## src/ow_config.svh

```systemverilog
`ifndef OW_CONFIG_SVH
`define OW_CONFIG_SVH

// Bus timings in 25 MHz clock cycles

// Line must be high this long before the slave arms
`define OW_IDLE_HIGH      100
`define OW_RESET_MIN      11500   // ~460 us master reset low
`define OW_PRESENCE_WAIT  1125    // ~45 us from release to presence
`define OW_PRESENCE_LEN   6000    // ~240 us presence pulse
`define OW_SAMPLE_POINT   800     // ~32 us into the write slot
`define OW_SLOT_MAX       2500    // Longest legal low inside a slot
`define OW_TIMEOUT        30000   // ~1.2 ms waiting for a high line

// Cycles a new level must hold before the filter takes it
`define OW_GLITCH_LEN     3

// Frame size
`define OW_FRAME_BYTES    2

`endif

```

## src/ow_frame_pkg.sv

```systemverilog
package ow_frame_pkg;

    // One byte as it comes off the bus
    typedef logic [7:0] ow_byte_t;

    // Control word, first received byte in the low half
    typedef logic [15:0] ow_word_t;

    // Position of a byte within the frame
    typedef logic [3:0] ow_byte_idx_t;

endpackage

```

## src/ow_frame_assembler.sv

```systemverilog
`timescale 1ns/100ps
`include "ow_config.svh"

module ow_frame_assembler
    import ow_frame_pkg::*;
(
    input  logic     clk,
    input  logic     rst_n,
    input  logic     rx_valid,
    input  logic     frame_start,
    input  logic     frame_ack,
    input  ow_byte_t rx_byte,
    output ow_word_t frame_word,
    output logic     frame_req,
    output logic     overrun
);

    localparam ow_byte_idx_t FRAME_BYTES = ow_byte_idx_t'(`OW_FRAME_BYTES);
    localparam ow_byte_idx_t LAST_IDX    = ow_byte_idx_t'(`OW_FRAME_BYTES - 1);

    ow_byte_idx_t byte_idx;
    ow_word_t     asm_word;   // Bytes gathered so far
    ow_word_t     merged;     // asm_word with the incoming byte in its lane
    logic         lane_wr;
    logic         last_byte;
    logic         hs_busy;
    logic         commit;

    // ==============================
    // Byte lanes
    // ==============================
    always_comb begin
        merged = asm_word;
        for (int i = 0; i < `OW_FRAME_BYTES; i++) begin
            if (byte_idx == ow_byte_idx_t'(i)) begin
                merged[i*8 +: 8] = rx_byte;
            end
        end
    end

    assign lane_wr   = rx_valid && (byte_idx < FRAME_BYTES);
    assign last_byte = rx_valid && (byte_idx == LAST_IDX);
    assign hs_busy   = frame_req || frame_ack;  // Four-phase cycle not finished
    assign commit    = last_byte && !hs_busy;

    always_ff @(posedge clk) begin
        if (lane_wr) begin
            asm_word <= merged;
        end
        if (commit) begin
            frame_word <= merged;
        end
    end

    // ==============================
    // Index and handshake
    // ==============================
    always_ff @(posedge clk or negedge rst_n) begin
        if (!rst_n) begin
            byte_idx  <= '0;
            frame_req <= 1'b0;
            overrun   <= 1'b0;
        end else begin
            if (frame_start) begin
                byte_idx <= '0;
            end else if (lane_wr) begin
                byte_idx <= byte_idx + 1'b1;
            end
            if (commit) begin
                frame_req <= 1'b1;
            end else if (frame_ack) begin
                frame_req <= 1'b0;  // Phase 3, ack seen
            end
            if (last_byte && hs_busy) begin
                overrun <= 1'b1;  // New word dropped, old one kept
            end
        end
    end

    a_word_stable: assert property (
        @(posedge clk) disable iff (!rst_n)
        (frame_req && $past(frame_req)) |-> (frame_word == $past(frame_word))
    );

    a_no_req_during_ack: assert property (
        @(posedge clk) disable iff (!rst_n)
        (!frame_req && frame_ack) |=> !frame_req
    );

endmodule

```

## config.mk

```make
export PLATFORM = sky130hd
export DESIGN_NAME = ow_frame_assembler
export DESIGN_NICKNAME = d
export VERILOG_FILES = /design/src/ow_frame_pkg.sv /design/src/ow_frame_assembler.sv
export VERILOG_INCLUDE_DIRS = /design/src
export SDC_FILE = /design/constraint.sdc
export NUM_CORES = 1
export LEC_CHECK = 0
export ABC_AREA = 1
export BUFFER_PORTS_ARGS = -buffer_cell sky130_fd_sc_hd__buf_2
export CAP_MARGIN = 20
export CORE_MARGIN = 2
export CORE_UTILIZATION = 48
export DETAILED_ROUTE_END_ITERATION = 12
export GPL_ROUTABILITY_DRIVEN = 0
export PLACE_DENSITY = 0.79
export SYNTH_ARGS = -nofsm -noshare
export SYNTH_HDL_FRONTEND = slang
export SYNTH_SLANG_ARGS = --single-unit
```

## constraint.sdc

```tcl
create_clock -name clk -period 1.67 [get_ports clk]
set_input_delay 0.167 -clock clk [delete_from_list [all_inputs] [get_ports clk]]
set_output_delay 0.167 -clock clk [all_outputs]
set_load 0.005 [all_outputs]
```

==> impl_metrics.tcl <==
set metrics [dict create \
    status "finished clean" \
    net-switching-power_w 0.000617 \
    die_y_um 61.2 \
    nets 176 \
    worstPathRequired_ns 1.73 \
    num_antenna_cells 0 \
    antenna_found_initial 0 \
    io_pins 31 \
    area_growth_pct 19.2 \
    max-slew-margin-rel_pct 84.8 \
    arrival_ns 1.56 \
    grt_first_pass_wirelength_um 3970 \
    cts_buffers 5 \
    synthesis.instances 119 \
    die_w_um 61.2 \
    fillCellCount 261 \
    cts_resized 0 \
    met3_usage_pct 3.57 \
    wirelength_um 2560 \
    cts_root_buf "clkbuf_4" \
    rsz0062_at_grt "no" \
    worst-path-max-fanout 16 \
    critPathLaunchType "flip-flop" \
    drt_first_iter_violations 29 \
    crit_type "reg2reg" \
    cap_violations 0 \
    clk_latency_ns 0.34 \
    dr_total_vias 972 \
    postRouteAntennaNets 0 \
    synth.top_cell.area_share_pct 61.1 \
    yosysTopAreaCell "edfxtp_1" \
    combinationalPowerShare_pct 20.6 \
    clkTransAtPathRegs_ns 0.11 \
    grt.busiest_layer "met2" \
    finish.instance_area_um2 1870 \
    start_util_pct 51.1 \
    syn-num-nets 135 \
    drt-wirelength-per-cell_um 12.5 \
    htreeDepth 2 \
    finalPower_w 0.00217 \
    ctsLongestPathBuffers 2 \
    ir_drop_v 0.000502 \
    syn_area_um2 1570 \
    drive_gt1_share_pct 37.9 \
    cts_sinks 38 \
    tritoncts "yes" \
    finalSetupTns_ns 0 \
    setup_viol 0 \
    synth-seq-cells 38 \
    power.sequential.fraction_pct 58.7 \
    hp-class "in2reg" \
    period_share_pct 89.8 \
    dp_hpwl_um 1850 \
    gr-usage-met1_pct 17.9 \
    power.share.clock_pct 20.6 \
    placed_cell_area_um2 1800 \
    internal-power_w 0.00156 \
    swShare_pct 28.4 \
    routed_via_density 4.74 \
    hold_viol_final 0 \
    core_um2 3080 \
    drc 0 \
    yosysWarnings 0 \
    port_buffers 30 \
    use_met2_pct 26.0 \
    track_usage_pct 15.4 \
    ys_seq_area_share_pct 70.7 \
    row_count 20 \
    synth_cell_types 12 \
    drt_first_pass_iters 4 \
    synthTopCellsByArea "edfxtp_1, dfrtp_1, o21ai_2" \
    grt_max_degree 17 \
    slew_viol_final 0 \
    fmax_mhz 667 \
    fin_crit_ns 1.50 \
    end_kind "flip-flop" \
    die_area_um2 3750 \
    synth.avg_cell_area_um2 13.2 \
    fin_skew_ns 0.0106 \
    worst_slew_pin_slew_ns 0.227 \
    cts_setup_buffers 0 \
    grt_pass1_vias 918 \
    grt_overflow_total 0 \
    power_leakage_nw 0.819 \
    powerDensity_nw_per_um2 1160 \
]
==> registers in the layout, indices dropped and copies added (netlist names) <==
| signal | count |
|---|---|
| asm_word | 16 |
| byte_idx | 4 |
| frame_req | 1 |
| frame_word | 16 |
| overrun | 1 |
==> per-stage QoR <==
step / hold slack (ns) / cells / setup slack, ns / util (%)
2_1_floorplan: -0.129 / 119 / 0.0565 / -
3_3_place_gp: -0.00719 / 195 / 0.229 / 58.5
3_5_place_dp: -0.00246 / 195 / 0.182 / 58.5
4_1_cts: 0.0598 / 205 / 0.166 / 60.9
5_1_grt: 0.0742 / 205 / 0.0648 / 60.9
6_report: 0.0635 / 205 / 0.170 / 60.9
==> repair_timing <==
| item | CTS | global route |
|---|---|---|
| endpoints found under the setup margin | 0 | 0 |
| endpoints found under the hold margin | 7 | 0 |
| hold buffers | 2 | 0 |
==> cells in the mapped netlist <==
master     n
o21bai_1   1
buf_6      2
ha_1       3
edfxtp_1  32
nand2_4    2
nor2_1     6
nand2_1   26
inv_1     17
nor2_4     1
o21ai_2   16
nand3_1    7
dfrtp_1    6
==> power by group through the flow <==
stage	Sequential (W)	Clock [W]	Combinational, W
5_1_grt	0.00129	0.000488	0.000507
3_5_place_dp	0.00130	0	0.000454
2_1_floorplan	0.00129	0	0.000333
3_3_place_gp	0.00129	0	0.000428
6_report	0.00128	0.000449	0.000448
4_1_cts	0.00128	0.000463	0.000458
==> layout by cell type (no fill, tap or decap) <==
| cell | Yosys | layout |
|---|---|---|
| buf_4 | 0 | 3 |
| nor2_4 | 1 | 1 |
| edfxtp_1 | 32 | 32 |
| ha_1 | 3 | 3 |
| nand2_4 | 2 | 2 |
| o21ai_2 | 16 | 16 |
| clkinv_1 | 0 | 1 |
| o21bai_1 | 1 | 1 |
| nor2_1 | 6 | 5 |
| nand2_1 | 26 | 26 |
| clkbuf_4 | 0 | 5 |
| clkinvlp_4 | 0 | 1 |
| nor2_2 | 0 | 1 |
| clkinv_2 | 0 | 1 |
| dfrtp_1 | 6 | 6 |
| dlygate4sd3_1 | 0 | 2 |
| inv_1 | 17 | 17 |
| buf_2 | 0 | 30 |
| nand3_1 | 7 | 7 |
| buf_12 | 0 | 1 |
==> worst max-delay path, cell delays in order, from the launching register on <==
cell,delay [ns]
dfrtp_1,0.41
inv_1,0.12
ha_1,0.23
nand2_4,0.06
nor2_1,0.08
nand2_1,0.07
inv_1,0.09
buf_12,0.15
==> path summary, 6_finish.rpt <==
path / end / slack, ns / depth (start not counted) / from
min in group asynchronous: overrun$_DFFE_PN0P_ / 0.20 / 2 / rst_n
hold reg to reg: overrun$_DFFE_PN0P_ / 0.49 / 1 / overrun$_DFFE_PN0P_
setup / recovery: frame_word[7]$_DFFE_PP_ / 0.17 / 7 / byte_idx[1]$_DFFE_PN0P_
setup reg to reg: frame_word[7]$_DFFE_PP_ / 0.17 / 7 / byte_idx[1]$_DFFE_PN0P_
hold / removal: frame_req$_DFFE_PN0P_ / 0.06 / 4 / frame_ack
max in group asynchronous: byte_idx[3]$_DFFE_PN0P_ / 1.31 / 2 / rst_n
==> per-layer routing <==
metal,vias up,wire [um]
li1,486,-
met1,454,1040
met2,27,1330
met3,5,126
met4,0,63
met5,-,0
==> final cells by class <==
cell class	instances	area (um^2)	area share, %
clock buffer	5	37.5	2.00
clock inverter	3	16.3	0.868
inverter	17	63.8	3.41
multi-input combinational	62	377	20.1
sequential	38	1110	59.3
tap	44	55.1	2.94
timing repair buffer	36	213	11.4
==> cell families after synthesis <==
| family | share of synthesized area, % |
|---|---|
| AND/OR/NAND/NOR | 12.0 |
| AO/OA/AOI/OAI | 9.39 |
| flip-flops | 70.7 |
| buffers and inverters | 5.49 |
| adder cells (fa/ha/maj) | 2.39 |
Note: power is estimated with default switching activity, not from simulation.
