[src/ow_config.svh]
`ifndef OW_CONFIG_SVH
`define OW_CONFIG_SVH

// Bus timings in 25 MHz clock cycles

// Line must be high this long before the slave arms
`define OW_IDLE_HIGH      100
`define OW_RESET_MIN      11500   // ~460 us master reset low
`define OW_PRESENCE_WAIT  1125    // ~45 us from release to presence
`define OW_PRESENCE_LEN   6000    // ~240 us presence pulse
`define OW_SAMPLE_POINT   800     // ~32 us into the write slot
`define OW_SLOT_MAX       2500    // Longest legal low inside a slot
`define OW_TIMEOUT        30000   // ~1.2 ms waiting for a high line

// Cycles a new level must hold before the filter takes it
`define OW_GLITCH_LEN     3

// Frame size
`define OW_FRAME_BYTES    2

`endif

[src/ow_bus_pkg.sv]
package ow_bus_pkg;

    // Slave protocol engine states
    typedef enum logic [3:0] {
        ST_IDLE_WAIT    = 4'd0,  // Line must be idle high before arming
        ST_ARMED        = 4'd1,  // Waiting for the master to pull low
        ST_RESET_LOW    = 4'd2,  // Timing the master low pulse
        ST_RELEASE_WAIT = 4'd3,  // Reset long enough, waiting for release
        ST_PRES_DELAY   = 4'd4,
        ST_PRES_DRIVE   = 4'd5,  // Slave holds the line low
        ST_HIGH_WAIT    = 4'd6,  // Between write slots
        ST_SLOT_LOW     = 4'd7,
        ST_ERROR        = 4'd8
    } ow_state_t;

    // Line condition seen by the engine in one cycle
    typedef enum logic [1:0] {
        EVT_LOW  = 2'd0,
        EVT_HIGH = 2'd1,
        EVT_FALL = 2'd2   // Filtered falling edge, takes priority
    } ow_line_evt_t;

endpackage

[src/ow_frame_pkg.sv]
package ow_frame_pkg;

    // One byte as it comes off the bus
    typedef logic [7:0] ow_byte_t;

    // Control word, first received byte in the low half
    typedef logic [15:0] ow_word_t;

    // Position of a byte within the frame
    typedef logic [3:0] ow_byte_idx_t;

endpackage

[src/ow_slave_fsm.sv]
`timescale 1ns/100ps
`include "ow_config.svh"

module ow_slave_fsm
    import ow_bus_pkg::*;
    import ow_frame_pkg::*;
(
    input  logic     clk,
    input  logic     rst_n,
    input  logic     line_lvl,
    input  logic     line_fall,
    output logic     pull_low,
    output logic     rx_valid,
    output logic     frame_start,
    output logic     error,
    output ow_byte_t rx_byte
);

    // Terminal counts, the timer reads 0 one cycle after entering a state
    localparam logic [14:0] IDLE_END    = 15'(`OW_IDLE_HIGH - 1);
    localparam logic [14:0] RESET_END   = 15'(`OW_RESET_MIN - 1);
    localparam logic [14:0] PWAIT_END   = 15'(`OW_PRESENCE_WAIT - 2);
    localparam logic [14:0] PLEN_END    = 15'(`OW_PRESENCE_LEN - 1);
    localparam logic [14:0] SAMPLE_AT   = 15'(`OW_SAMPLE_POINT - 2);
    localparam logic [14:0] SLOT_END    = 15'(`OW_SLOT_MAX - 1);
    localparam logic [14:0] TIMEOUT_END = 15'(`OW_TIMEOUT - 1);
    localparam ow_byte_idx_t LAST_BYTE  = ow_byte_idx_t'(`OW_FRAME_BYTES - 1);

    ow_state_t    state;
    ow_line_evt_t line_evt;
    logic [14:0]  timer;      // Shared by every timed state
    logic [2:0]   bit_cnt;
    ow_byte_idx_t byte_cnt;
    logic         bit_taken;  // Current slot already sampled
    ow_byte_t     shreg;
    logic         sample_now;
    logic         bit_done;
    logic         byte_done;

    // ==============================
    // Line classification
    // ==============================
    always_comb begin
        if (line_fall) begin
            line_evt = EVT_FALL;
        end else if (line_lvl) begin
            line_evt = EVT_HIGH;
        end else begin
            line_evt = EVT_LOW;
        end
    end

    assign sample_now = (state == ST_SLOT_LOW) && (timer == SAMPLE_AT);
    assign bit_done   = (state == ST_SLOT_LOW) && bit_taken && line_lvl;
    assign byte_done  = bit_done && (bit_cnt == 3'd7);

    // ==============================
    // Protocol engine
    // ==============================
    always_ff @(posedge clk or negedge rst_n) begin
        if (!rst_n) begin
            state       <= ST_IDLE_WAIT;
            timer       <= '0;
            bit_cnt     <= '0;
            byte_cnt    <= '0;
            bit_taken   <= 1'b0;
            pull_low    <= 1'b0;
            rx_valid    <= 1'b0;
            frame_start <= 1'b0;
            error       <= 1'b0;
        end else begin
            rx_valid    <= 1'b0;
            frame_start <= 1'b0;
            case (state)
                ST_IDLE_WAIT: begin
                    if (!line_lvl) begin
                        timer <= '0;  // Any low restarts the idle check
                    end else if (timer == IDLE_END) begin
                        timer <= '0;
                        state <= ST_ARMED;
                    end else begin
                        timer <= timer + 1'b1;
                    end
                end
                ST_ARMED: begin
                    timer    <= '0;
                    bit_cnt  <= '0;
                    byte_cnt <= '0;
                    if (line_evt == EVT_FALL) begin
                        state <= ST_RESET_LOW;
                    end
                end
                ST_RESET_LOW: begin
                    if (line_evt == EVT_HIGH) begin
                        state <= ST_ARMED;  // Too short for a reset
                    end else if (timer == RESET_END) begin
                        timer <= '0;
                        state <= ST_RELEASE_WAIT;
                    end else begin
                        timer <= timer + 1'b1;
                    end
                end
                ST_RELEASE_WAIT: begin
                    if (line_evt == EVT_HIGH) begin
                        timer <= '0;
                        state <= ST_PRES_DELAY;
                    end else if (timer == TIMEOUT_END) begin
                        state <= ST_ERROR;
                    end else begin
                        timer <= timer + 1'b1;
                    end
                end
                ST_PRES_DELAY: begin
                    if (line_evt != EVT_HIGH) begin
                        state <= ST_ERROR;  // Someone else took the line
                    end else if (timer == PWAIT_END) begin
                        timer    <= '0;
                        pull_low <= 1'b1;
                        state    <= ST_PRES_DRIVE;
                    end else begin
                        timer <= timer + 1'b1;
                    end
                end
                ST_PRES_DRIVE: begin
                    if (timer == PLEN_END) begin
                        timer       <= '0;
                        pull_low    <= 1'b0;
                        frame_start <= 1'b1;
                        state       <= ST_HIGH_WAIT;
                    end else begin
                        timer <= timer + 1'b1;
                    end
                end
                ST_HIGH_WAIT: begin
                    case (line_evt)
                        EVT_FALL: begin
                            timer     <= '0;
                            bit_taken <= 1'b0;
                            state     <= ST_SLOT_LOW;
                        end
                        EVT_HIGH: timer <= '0;  // Slot start may take any time
                        default: begin
                            if (timer == TIMEOUT_END) begin
                                state <= ST_ERROR;
                            end else begin
                                timer <= timer + 1'b1;
                            end
                        end
                    endcase
                end
                ST_SLOT_LOW: begin
                    timer <= timer + 1'b1;
                    if (sample_now) begin
                        bit_taken <= 1'b1;
                    end
                    if (bit_done) begin
                        timer     <= '0;
                        bit_taken <= 1'b0;
                        bit_cnt   <= bit_cnt + 1'b1;
                        state     <= ST_HIGH_WAIT;
                        if (byte_done) begin
                            rx_valid <= 1'b1;
                            if (byte_cnt == LAST_BYTE) begin
                                byte_cnt <= '0;
                                state    <= ST_IDLE_WAIT;  // Frame limit reached
                            end else begin
                                byte_cnt <= byte_cnt + 1'b1;
                            end
                        end
                    end else if ((line_evt == EVT_LOW) && (timer == SLOT_END)) begin
                        state <= ST_ERROR;
                    end
                end
                ST_ERROR: begin
                    error <= 1'b1;  // Sticky until rst_n
                    timer <= '0;
                    state <= ST_IDLE_WAIT;
                end
                default: state <= ST_IDLE_WAIT;
            endcase
        end
    end

    // Bit assembly, MSB first
    always_ff @(posedge clk) begin
        if (sample_now) begin
            shreg[3'd7 - bit_cnt] <= line_lvl;
        end
        if (byte_done) begin
            rx_byte <= shreg;
        end
    end

    a_pull_in_presence: assert property (
        @(posedge clk) disable iff (!rst_n)
        pull_low |-> (state == ST_PRES_DRIVE)
    );

    a_rx_valid_pulse: assert property (
        @(posedge clk) disable iff (!rst_n)
        rx_valid |=> !rx_valid
    );

endmodule

[config.mk]
export PLATFORM = sky130hd
export DESIGN_NAME = ow_slave_fsm
export DESIGN_NICKNAME = d
export VERILOG_FILES = /design/src/ow_bus_pkg.sv /design/src/ow_frame_pkg.sv /design/src/ow_slave_fsm.sv
export VERILOG_INCLUDE_DIRS = /design/src
export SDC_FILE = /design/constraint.sdc
export NUM_CORES = 1
export LEC_CHECK = 0
export BUFFER_PORTS_ARGS = -buffer_cell sky130_fd_sc_hd__clkbuf_2
export CAP_MARGIN = 20
export CORE_ASPECT_RATIO = 1.2
export CORE_MARGIN = 2
export CORE_UTILIZATION = 39
export CTS_CLUSTER_SIZE = 30
export DETAILED_ROUTE_END_ITERATION = 8
export GPL_TIMING_DRIVEN = 0
export PLACE_DENSITY = 0.54
export SLEW_MARGIN = 20
export SYNTH_ARGS = -nofsm -noshare
export SYNTH_HDL_FRONTEND = slang
export SYNTH_SLANG_ARGS = --single-unit
[constraint.sdc]
create_clock -name clk -period 3.1 [get_ports clk]
set_clock_uncertainty 0.15 [all_clocks]
set_input_delay 0.775 -clock clk [delete_from_list [all_inputs] [get_ports clk]]
set_output_delay 0.775 -clock clk [all_outputs]
set_load 0.005 [all_outputs]
==> impl_metrics.csv <==
group,metric,value,unit
synth,muxShareOfSynthArea,2.47,%
clocking,numCtsBuffers,5,
synth,syn-mean-instance-area,9.79,sq um
power_and_ir_drop,p_leak,1.34,nW
floorplanning,die_w,83.2,microns
synth,syn_inst,300,
placement,port_buffers,14,
global_routing,antenna_found_initial,0,
finish,design_area,3220,sq um
setup_path,startpoint_type,"flip-flop",
floorplanning,initial_core_util,40.4,%
global_routing,track_usage,17.5,%
synth,synthMostInstantiatedCell,"dfrtp_1",
power_and_ir_drop,seqPwrFrac,33.9,%
synth,seq_area_frac_synth,42.8,%
timing,tightestPinTransition,828,ps
power_and_ir_drop,p_per_area,696,nW/um^2
synth,synthXorXnorAreaFrac,0.298,%
finish,post-route-util,44.2,%
global_routing,grt_first_pass_wirelength,11600,microns
setup_path,arrival,2620,ps
synth,synth_nets,311,
finish,nNetsFinal,332,
global_routing,grt_pass1_vias,2323,
timing,worst_hold_slack,275,ps
power_and_ir_drop,vdd_drop_max,324,uV
synth,synth_top_family_by_area,"simple AND/OR/NAND/NOR gates",
synth,synth_top_flop_cell,"dfrtp_1",
setup_path,worst-setup-path-type,"reg -> reg",
placement,gp_congestion,0.860,
min_path,holdCritPathClass,"reg -> reg",
clocking,ctsResizeCount,0,
detailed_routing,vias,2386,
setup_path,crit_fanout,10,
power_and_ir_drop,combPwrFrac,48.2,%
detailed_routing,dr.pass1.iters,4,
synth,ys_async_sr_fraction,66.0,%
setup_path,r2r_start,"timer[0]",
outcome,status,"completed",
setup_path,worst_ep_required_time,3180,ps
synth,synth_area,2940,sq um
setup_path,path_common_cell,"a21oi_1",
synth,yosys.area_share.adder,2.98,%
power_and_ir_drop,power,2.24,mW
detailed_routing,wl,6830,microns
run,drv_cap,0,
detailed_routing,avgRoutedWirePerCell,16.6,microns
synth,synth_edf_count,16,
floorplanning,die_area,8240,sq um
finish,areaGrowthSynthToFinish,9.50,%
timing,max_slew_margin,44.8,%
placement,dpl_cell_area,3120,sq um
detailed_routing,drc,0,
timing,hold_viol,0,
clocking,cts_tree,"built",
clocking,cts_hold_buf,0,
setup_path,startpoint,"timer[0]",
synth,synth_compound_area_share,18.2,%
synth,ys_ff_latch,47,
timing,setup_violations,0,
timing,slew_viol_final,0,
clocking,htree_levels,2,
synth,synth.distinct_cells,65,
clocking,clockRootBuffer,"clkbuf_8",
clocking,clk_pin_slew,100,ps
global_routing,grt.overflow.total,0,
synth,yosysTopAreaCell,"dfrtp_1",
timing,fmax,395,MHz
setup_path,max_stage_delay,480,ps
finish,nFillCells,722,
clocking,postCtsSetupBuffers,0,
floorplanning,rows,34,
clocking,insertion_delay,310,ps
synth,synth_top_area_share,26.4,%
setup_path,worst_setup_path_end_kind,"flip-flop",
clocking,clkSinkCount,47,
finish,num_antenna_cells,0,
power_and_ir_drop,pwr-share-clk,17.9,%
power_and_ir_drop,p_sw_share,42.7,%
power_and_ir_drop,intPower,1.28,mW
setup_path,cp_slowest_cell,"dfrtp_1",
synth,yosysWarnings,0,
synth,synth.area.top_cells,"dfrtp_1 26%, edfxtp_1 16%, nand3_1 3.9%",
floorplanning,core_area,7270,sq um
placement,hpwl,4980,microns
setup_path,path_cells,"ha_1, and3_2, nand4_1, nand3b_1, nand2b_1, buf_2, a21oi_1, a21oi_1",
min_path,hold_start,"shreg[6]",
timing,fin_setup_tns,0,ps
clocking,clock_path_buffers,2,
timing,finalCriticalPeriod,2530,ps
synth,yosys-top-cells-count,"31 x dfrtp_1, 25 x nand2_1, 23 x nand3_1",
power_and_ir_drop,power.switching,0.956,mW
floorplanning,die_h,99.1,microns
floorplanning,io_pins,16,
timing,post-route-period-util,81.6,%
detailed_routing,antenna_left,0,
synth,synth-simple-area-share,27.2,%
finish,drive_gt1_share,18.9,%
timing,rsz0062_at_grt,"false",
detailed_routing,via_per_inst,5.79,
detailed_routing,drt-initial-drc-count,144,
global_routing,grt_max_degree,32,
## final timing paths
path | slack [ps] | endpoint | cells after the start
max | 570 | timer[7] | 8
min | 280 | rx_byte[6] | 0
max reg2reg | 570 | timer[7] | 8
min reg2reg | 280 | rx_byte[6] | 0
max in group asynchronous | 1880 | bit_taken | 1
min in group asynchronous | 400 | error | 1
## sequential cells by signal (all words and copies together) (netlist names), 3 cells and up
signal,cells
state,4
shreg,8
timer,15
bit_cnt,3
byte_cnt,4
rx_byte,8
## worst max-delay path, delay by kind of cell (launching register included)
family | cells | cell delay [ps]
and+or+nand+nor | 4 | 1040
DFF | 1 | 480
buffers and inverters | 1 | 280
adders and majority gates | 1 | 280
AOI/OAI and AO/OA | 2 | 220
## power groups by stage
stage	sequential, mW	combinational [mW]	clock, mW
6_report	0.759	1.08	0.400
5_1_grt	0.770	1.19	0.446
4_1_cts	0.757	1.09	0.413
3_5_place_dp	0.770	1.08	0
3_3_place_gp	0.769	1.08	0
2_1_floorplan	0.757	0.819	0
## cell type report
class / instances / area [sq um] / area share, %
clock inverters: 3 / 27.5 / 0.856
multi-input cells: 222 / 1500 / 46.7
plain buffers: 19 / 133 / 4.12
repair buffers: 14 / 70.1 / 2.18
flip-flops and latches: 47 / 1260 / 39.1
clock buffers: 5 / 68.8 / 2.14
well taps: 90 / 113 / 3.50
inverters: 12 / 45.0 / 1.40
## metrics by stage
step | worst slack [ps] | std cells
3_5_place_dp | 248 | 404
3_3_place_gp | 244 | 404
4_1_cts | 575 | 412
2_1_floorplan | 687 | 300
5_1_grt | 355 | 412
6_report | 569 | 412
## cell families after synthesis
logic type | count (synthesis)
XOR/XNOR | 1
AO/OA/AOI/OAI | 70
flip-flops | 47
multiplexers | 7
adder cells (fa/ha/maj) | 7
buffers and inverters | 31
AND/OR/NAND/NOR | 137
## per-layer routing
layer	vias to the layer above	global-route usage (%)	wire length, microns
met5	-	0	0
met2	54	30.9	3480
met4	0	5.30	87
li1	1163	-	-
met1	1161	21.9	3090
met3	8	2.76	174
## cells in the final DEF (no fill, tap or decap), types with 5 or more instances in the layout
master and n:
and4_1 6, ha_1 7, o21ai_0 13, clkbuf_2 14
nand3_1 23, mux2i_1 5, a21oi_1 11, and3_1 8
nor3_1 6, buf_6 6, and2_1 5, o31ai_1 5
dfrtp_1 31, clkbuf_8 5, buf_2 7, inv_1 12
nand2_1 25, nand4_1 5, nor2_1 21, edfxtp_1 16
nand2b_1 7
Power figures use the tool's default switching activity.
